### src/logic/routingTypesPkg.sv
package routingTypesPkg;

    // every packet field is one word
    localparam int WordWidth = 16;

    // node address
    typedef logic [WordWidth-1:0] nodeIdT;

    // hop distance to the cluster head
    typedef logic [WordWidth-1:0] hopCountT;

    // learned Q value of a node
    typedef logic [WordWidth-1:0] qValueT;

    // hop distance not known yet
    localparam hopCountT NoHop = '1;

    // no next-hop candidate seen
    localparam nodeIdT NoNode = '1;

endpackage

### src/logic/neighborTablePkg.sv
package neighborTablePkg;

    import routingTypesPkg::*;

    // neighbor slots per node
    localparam int TableDepth = 32;

    // bits of a slot number
    localparam int SlotBits = $clog2(TableDepth);

    typedef logic [SlotBits-1:0] slotIndexT;

    // one stored sender ID per slot
    typedef nodeIdT idStoreT [TableDepth];

    // default index when a lookup finds nothing
    localparam slotIndexT FirstSlot = '0;

endpackage

### src/logic/packetIf.sv
interface packetIf import routingTypesPkg::*; ();

    // accepted packet, held stable until the next accept
    nodeIdT   sourceId;
    qValueT   qValue;
    hopCountT hopsFromCH;
    nodeIdT   chosenCH;
    logic     iAmDestination;

    // one-cycle strobe, only for packets of our own cluster
    logic     process;

    modport sequencer (
        output sourceId, qValue, hopsFromCH, chosenCH, iAmDestination, process
    );

    // table only needs the ID to look up or allocate
    modport tableView (
        input sourceId, process
    );

    modport selector (
        input sourceId, qValue, hopsFromCH, chosenCH, iAmDestination, process
    );

endinterface

### src/logic/clusterConfig.sv
module clusterConfig import routingTypesPkg::*; (
    input  logic     clk,
    input  logic     nrst,
    input  logic     cfgWrite,
    input  nodeIdT   cfgChosenCH,
    input  hopCountT cfgHopsFromCH,
    output nodeIdT   chosenCH,
    output hopCountT hopTarget
);

    // own distance to the cluster head
    hopCountT hopsFromCH;

    // node starts with no cluster and no distance
    always_ff @(posedge clk or negedge nrst) begin
        if (!nrst) begin
            chosenCH   <= NoNode;
            hopsFromCH <= NoHop;
        end else if (cfgWrite) begin
            chosenCH   <= cfgChosenCH;
            hopsFromCH <= cfgHopsFromCH;
        end
    end

    // distance a usable next hop must have
    always_comb begin
        if (hopsFromCH == NoHop) begin
            // unknown distance stays unknown
            hopTarget = NoHop;
        end else if (hopsFromCH == '0) begin
            // saturate, the cluster head itself
            hopTarget = '0;
        end else begin
            hopTarget = hopsFromCH - hopCountT'(1);
        end
    end

endmodule

### src/logic/neighborTable.sv
module neighborTable import neighborTablePkg::*; (
    input  logic              clk,
    input  logic              nrst,
    input  logic              hbReset,
    packetIf.tableView        pkt,
    output slotIndexT         slotIndex,
    output logic              written
);

    // slot occupancy and stored sender IDs
    logic [TableDepth-1:0] valid;
    idStoreT               ids;

    logic      hit;
    logic      freeFound;
    logic      doWrite;
    slotIndexT hitIndex;
    slotIndexT freeIndex;
    slotIndexT target;

    // ID match against every valid slot, lowest matching slot wins
    always_comb begin
        hit      = 1'b0;
        hitIndex = FirstSlot;
        for (int i = TableDepth - 1; i >= 0; i--) begin
            if (valid[i] && (ids[i] == pkt.sourceId)) begin
                hit      = 1'b1;
                hitIndex = slotIndexT'(i);
            end
        end
    end

    // lowest empty slot for a new sender
    always_comb begin
        freeFound = 1'b0;
        freeIndex = FirstSlot;
        for (int i = TableDepth - 1; i >= 0; i--) begin
            if (!valid[i]) begin
                freeFound = 1'b1;
                freeIndex = slotIndexT'(i);
            end
        end
    end

    // hit reuses its slot, a miss claims a free one
    assign target = hit ? hitIndex : freeIndex;

    // full table plus miss, nothing to write
    // heartbeat on the same edge wins over the write
    assign doWrite = pkt.process && (hit || freeFound) && !hbReset;

    always_ff @(posedge clk or negedge nrst) begin
        if (!nrst) begin
            valid <= '0;
        end else if (hbReset) begin
            // recluster, every neighbor forgotten
            valid <= '0;
        end else if (doWrite) begin
            valid[target] <= 1'b1;
        end
    end

    // ID store, only meaningful where valid is set
    always_ff @(posedge clk) begin
        if (doWrite) begin
            ids[target] <= pkt.sourceId;
        end
    end

    // result of the process step, read by the top at the output step
    always_ff @(posedge clk or negedge nrst) begin
        if (!nrst) begin
            written   <= 1'b0;
            slotIndex <= FirstSlot;
        end else begin
            written <= doWrite;
            if (pkt.process) begin
                slotIndex <= target;
            end
        end
    end

endmodule

### src/logic/nextHopSelect.sv
module nextHopSelect import routingTypesPkg::*; (
    input  logic     clk,
    input  logic     nrst,
    input  logic     hbReset,
    packetIf.selector pkt,
    input  hopCountT hopTarget,
    input  nodeIdT   chosenCH,
    input  logic     outputStep,
    output nodeIdT   nextHop,
    output hopCountT nextHopCount
);

    // best sender so far at the target distance
    nodeIdT bestId;
    qValueT bestQ;

    logic candidate;
    logic better;

    // only data for us, from one hop closer to the cluster head
    assign candidate = pkt.process && pkt.iAmDestination
                       && (pkt.hopsFromCH == hopTarget);

    // higher Q wins, tie goes to the lower ID
    assign better = (pkt.qValue > bestQ)
                    || ((pkt.qValue == bestQ) && (pkt.sourceId < bestId));

    always_ff @(posedge clk or negedge nrst) begin
        if (!nrst) begin
            bestId <= NoNode;
            bestQ  <= '0;
        end else if (hbReset) begin
            bestId <= NoNode;
            bestQ  <= '0;
        end else if (candidate && better) begin
            bestId <= pkt.sourceId;
            bestQ  <= pkt.qValue;
        end
    end

    // published once per packet at the output step
    always_ff @(posedge clk or negedge nrst) begin
        if (!nrst) begin
            nextHop      <= '0;
            nextHopCount <= NoHop;
        end else if (hbReset) begin
            nextHop      <= '0;
            nextHopCount <= NoHop;
        end else if (outputStep) begin
            // one hop out, send straight to the cluster head
            nextHop      <= (hopTarget == '0) ? chosenCH : bestId;
            nextHopCount <= hopTarget;
        end
    end

endmodule

### src/logic/qtuFmbTop.sv
module qtuFmbTop import routingTypesPkg::*, neighborTablePkg::*; (
    input  logic      clk,
    input  logic      nrst,
    input  logic      cfgWrite,
    input  nodeIdT    cfgChosenCH,
    input  hopCountT  cfgHopsFromCH,
    input  logic      hbReset,
    input  logic      pktValid,
    output logic      pktReady,
    input  nodeIdT    sourceId,
    input  qValueT    qValue,
    input  hopCountT  hopsFromCH,
    input  nodeIdT    chosenCH,
    input  logic      iAmDestination,
    output nodeIdT    recordId,
    output qValueT    recordQValue,
    output slotIndexT recordIndex,
    output logic      recordWritten,
    output logic      done,
    output nodeIdT    nextHop,
    output hopCountT  nextHopCount
);

    packetIf pktBus ();

    // sequencer, idle when neither step flag is set
    logic armed;
    logic processStep;
    logic outputStep;
    logic accept;

    nodeIdT    nodeCH;
    hopCountT  hopTarget;
    slotIndexT slotIndex;
    logic      written;

    // armed keeps ready low in the first cycle out of reset
    assign pktReady = armed && !processStep && !outputStep;
    assign accept   = pktValid && pktReady;

    // idle -> process -> output -> idle, one packet in flight
    always_ff @(posedge clk or negedge nrst) begin
        if (!nrst) begin
            armed       <= 1'b0;
            processStep <= 1'b0;
            outputStep  <= 1'b0;
            done        <= 1'b0;
        end else begin
            armed       <= 1'b1;
            processStep <= accept;
            outputStep  <= processStep;
            done        <= outputStep;
        end
    end

    // capture the packet on accept
    always_ff @(posedge clk) begin
        if (accept) begin
            pktBus.sourceId       <= sourceId;
            pktBus.qValue         <= qValue;
            pktBus.hopsFromCH     <= hopsFromCH;
            pktBus.chosenCH       <= chosenCH;
            pktBus.iAmDestination <= iAmDestination;
        end
    end

    // foreign cluster packets still step through, but never process
    assign pktBus.process = processStep && (pktBus.chosenCH == nodeCH);

    // neighbor record, written flag follows the table result
    always_ff @(posedge clk or negedge nrst) begin
        if (!nrst) begin
            recordWritten <= 1'b0;
        end else if (outputStep) begin
            recordWritten <= written;
        end
    end

    always_ff @(posedge clk) begin
        if (outputStep) begin
            recordId     <= pktBus.sourceId;
            recordQValue <= pktBus.qValue;
            recordIndex  <= slotIndex;
        end
    end

    clusterConfig cfg_i (
        .clk           (clk),
        .nrst          (nrst),
        .cfgWrite      (cfgWrite),
        .cfgChosenCH   (cfgChosenCH),
        .cfgHopsFromCH (cfgHopsFromCH),
        .chosenCH      (nodeCH),
        .hopTarget     (hopTarget)
    );

    neighborTable table_i (
        .clk       (clk),
        .nrst      (nrst),
        .hbReset   (hbReset),
        .pkt       (pktBus),
        .slotIndex (slotIndex),
        .written   (written)
    );

    nextHopSelect select_i (
        .clk          (clk),
        .nrst         (nrst),
        .hbReset      (hbReset),
        .pkt          (pktBus),
        .hopTarget    (hopTarget),
        .chosenCH     (nodeCH),
        .outputStep   (outputStep),
        .nextHop      (nextHop),
        .nextHopCount (nextHopCount)
    );

endmodule

### config.mk
export PLATFORM = sky130hd
export DESIGN_NAME = qtuFmbTop
export DESIGN_NICKNAME = d
export VERILOG_FILES = /design/src/logic/routingTypesPkg.sv /design/src/logic/neighborTablePkg.sv /design/src/logic/packetIf.sv /design/src/logic/clusterConfig.sv /design/src/logic/neighborTable.sv /design/src/logic/nextHopSelect.sv /design/src/logic/qtuFmbTop.sv
export SDC_FILE = /design/constraint.sdc
export NUM_CORES = 1
export LEC_CHECK = 0
export BUFFER_PORTS_ARGS = -buffer_cell sky130_fd_sc_hd__buf_2
export CORE_ASPECT_RATIO = 1.75
export CORE_UTILIZATION = 56
export CTS_CLUSTER_DIAMETER = 200
export CTS_CLUSTER_SIZE = 30
export DETAILED_ROUTE_END_ITERATION = 8
export PLACE_DENSITY = 0.74
export SLEW_MARGIN = 20
export SYNTH_ARGS = -nofsm -noshare
export SYNTH_HDL_FRONTEND = slang
export SYNTH_HIERARCHICAL = 1
export SYNTH_SLANG_ARGS = --single-unit
### constraint.sdc
create_clock -name clk -period 8.4 [get_ports clk]
set_clock_uncertainty 0.1 [all_clocks]
set_input_delay 1.26 -clock clk [delete_from_list [all_inputs] [get_ports clk]]
set_output_delay 1.26 -clock clk [all_outputs]
set_load 0.01 [all_outputs]
==> summary.md <==
| Metric | Value |
|---|---|
| Status | completed |
| 1st-iter DRT viols | 1662 |
| Cell variety after synth | between 80 and 90 |
| Synth Register Bits | ~750 |
| Detailed Routing Iterations Pass 1 | 6 |
| Comb pwr share | around 6.9% |
| Final worst slack | 2.71 ns |
| Initial antenna violation count | 2 |
| Biggest regs | table_i/ids (512), table_i/valid (32) |
| DRC errors left | 0 |
| Antenna-violating nets left | 0 |
| Sequential share of the synthesized area | between 60% and 70% |
| Clk Latency, worst-skew pair | roughly 0.63 ns |
| # fillers | 4572 |
| Max clock buf depth | 3 |
| First-pass GRT wire length | 131000 microns |
| Vias after detailed routing | 21.8k |
| Layout cells sized above 1 | 15.8% |
| P_leak | 12.8 nW |
| Fmax | 176 MHz |
| Clock power share | 27.8% |
| Setup tns final | 0 ns |
| Wire per inst | 24.6 microns |
| Largest cells by area after synthesis | edfxtp_1 53%, xor2_1 8.7%, dfrtp_1 5.4%, xnor2_1 5.2%, dfstp_2 4.8% |
| NetSw | around 0.0014 W |
| Top_reg_cell synth | edfxtp_1 |
| Worst min path class | reg -> reg |
| Max FFs per register | 512 |
| Worst r2r path cells | 11 |
| Final Net Count | approximately 2.8k |
| CTS Sinks | 753 |
| I/O pin total | approximately 170 |
| Cell Rows | 120 |
| Min-Delay Endpoint | outputStep |
| Number of synthesized flops with an enable pin | a little over 600 |
| Vias in the first global route | roughly 23k |
| Area of the core | 0.0614 sq mm |
| HP Start | processStep |
| Most common cell in the netlist | edfxtp_1 |
| Largest net degree at the start of global routing | 94 |
| Total congestion overflow | 0 |
| Final number of max-transition violations | 0 |
| Post-synth net total | 2664 |
| Post-synthesis cell count | 2528 |
| Pre-CTS setup slack | around 2.4 ns |
| Synth area leader | edfxtp_1 |
| CTS tree | yes |
| P_int | roughly 0.005 W |
| Sw Ratio | 22.4% |
| Synth async-reset ratio | 18.5% |
| GP Congestion | 0.934 |
| Post-Syn Area | 0.0349 sq mm |
| Required @ worst endpoint | 8.57 ns |
| Final period util | 67.7% |
| Worst r2r src | pktBus.sourceId[10] |
| Die area | 0.0634 sq mm |
| H-tree levels | 1 |
| Number of setup buffers added after CTS | 0 |
| Top cells by count, synth | 614 x edfxtp_1, 347 x xor2_1, 208 x xnor2_1 |
| RR Endpoint | table_i/ids[20][5] |
| Setup crit end kind | register |
| Top reg by flops | table_i/ids |
| Syn. warnings | 6 |
| Initial Util | 56.9% |
| TritonCTS buffer count | 29 |
| I/O Buffers | 173 |
| Worst Setup SP | pktBus.sourceId[10] |
| Clock transition at path regs | about 0.11 ns |
| CTS Hold Bufs | 0 |
| Power density over cell area | 168 mW/mm^2 |
| RSZ-0062 raised after global routing | false |
| Critical path class | reg -> reg |
| CP Launch Type | register |
| Final setup viols | 0 |
| Post-CTS resize count | 0 |
| Reg2reg setup slack | 2.71 ns |
| DIE WIDTH | ~190 microns |
| Synth top area share | 52.8% |
| Via-to-Cell Ratio | 6.29 |
| Final WL | 85500 microns |
| Syn Area/Cell | 13.8 sq um |
| Worst hold stages | 0 |
| Hpwl dp | 56800 microns |
| Slew @ Worst Pin | 1.07 ns |
| Flop pwr share | 65.3% |
| Total Routing Usage GR | between 20% and 30% |
| Crit path time final | approximately 5.7 ns |
| Die H | 332 microns |
| Peak VDD IR | between 0.2 and 0.25 mV |
| Root buffer cell | clkbuf_16 |
| Final hold violation count | 0 |
| Crit path DAT | just under 6 ns |
| Area Growth Syn to Fin | 7.90% |
| Slew HR | between 20% and 30% |
| Worst Path Max Fanout | 21 |
| Max-cap violation count | 0 |
## worst max-delay path by stage
stage                     endpoint  slack (ns)  depth (start not counted)
2_1_floorplan    table_i/ids[4][0]        3.26                         15
3_3_place_gp   table_i/ids[25][11]        2.46                         12
3_5_place_dp   table_i/ids[24][15]        2.39                         12
4_1_cts        table_i/ids[24][11]        2.38                         12
5_1_grt         table_i/ids[1][15]        2.46                         12
6_report        table_i/ids[20][5]        2.71                         11
## cell families (layout without fill, tap and decap cells)
logic type	Yosys count	after routing	share of synthesized area (%)
AOI/OAI and AO/OA	207	207	4.32
other	1	2	0.0107
and+or+nand+nor	729	729	12.6
xor gates and xnor gates	555	555	13.9
adders and majority gates	34	34	1.22
DFF	753	753	62.9
muxes	65	65	1.98
buffers and inverters	184	336	3.03
## layout make-up
| class | instances | area (sq um) | area share [%] |
|---|---|---|---|
| clock inverter | 1 | 30.0 | 0.0796 |
| sequential | 753 | 22000 | 58.4 |
| timing repair buffer | 226 | 1450 | 3.83 |
| antenna | 1 | 2.50 | 0.00664 |
| inverter | 57 | 214 | 0.568 |
| tap | 793 | 992 | 2.63 |
| multi-input combinational | 1591 | 12200 | 32.4 |
| clock buffer | 52 | 812 | 2.15 |
## cells in the final DEF (no fill, tap or decap), drive strengths merged, types with 15 or more instances in the layout
cell type and n:
and3 22, a21oi 44, mux2i 32, ha 34
nor2 75, nor3 71, clkbuf 52, a211oi 22
xnor2 208, o32ai 18, xor2 347, nor4 129
mux2 33, dfrtp 75, o21ai 17, or4 15
nand2b 44, o31ai 55, edfxtp 614, inv 56
dfstp 64, buf 226, nand4b 25, nand2 80
nand3 55, nor4b 21, nand4 126
## power by group through the flow
stage               combinational [W]  sequential, W  clock, W
global route                 0.000471        0.00415   0.00189
CTS                          0.000438        0.00414   0.00178
detailed placement           0.000436        0.00422         0
finish                       0.000436        0.00414   0.00176
global placement             0.000424        0.00422         0
floorplan                    0.000260        0.00423         0
## worst max-delay path, stage by stage (launching register included)
cell and delay [ns]:
edfxtp_1 0.97, buf_4 0.45, xnor2_1 0.20, or4b_1 0.47, or4_1 0.49, o22a_1 0.28
and3_4 0.19, nand4_4 0.08, nor2_4 0.08, a21oi_4 0.19, or4b_2 0.99, nor3_4 0.78
## per-layer routing
metal,GRT usage [%],vias to the layer above,part of all wire (%),routed length [microns]
met4,13.9,2,5.2,4410
met5,0,-,0.020,17
met1,30.7,11000,36,30900
li1,-,9714,-,-
met3,3.27,246,5.6,4810
met2,49.1,926,53,45300
## metrics by stage
| stage | utilization (%) | area [sq um] | power [W] | instances | hold slack [ns] |
|---|---|---|---|---|---|
| global route | 61.4 | 37700 | 0.00651 | 3473 | 0.359 |
| CTS | 61.2 | 37600 | 0.00636 | 3473 | 0.336 |
| floorplan | - | 34900 | 0.00449 | 2528 | 0.275 |
| global placement | 59.7 | 36700 | 0.00465 | 3420 | 0.303 |
| finish | 61.4 | 37700 | 0.00634 | 3474 | 0.337 |
| detailed placement | 59.8 | 36700 | 0.00466 | 3420 | 0.307 |
No activity file was read; power rests on OpenSTA's default activity.
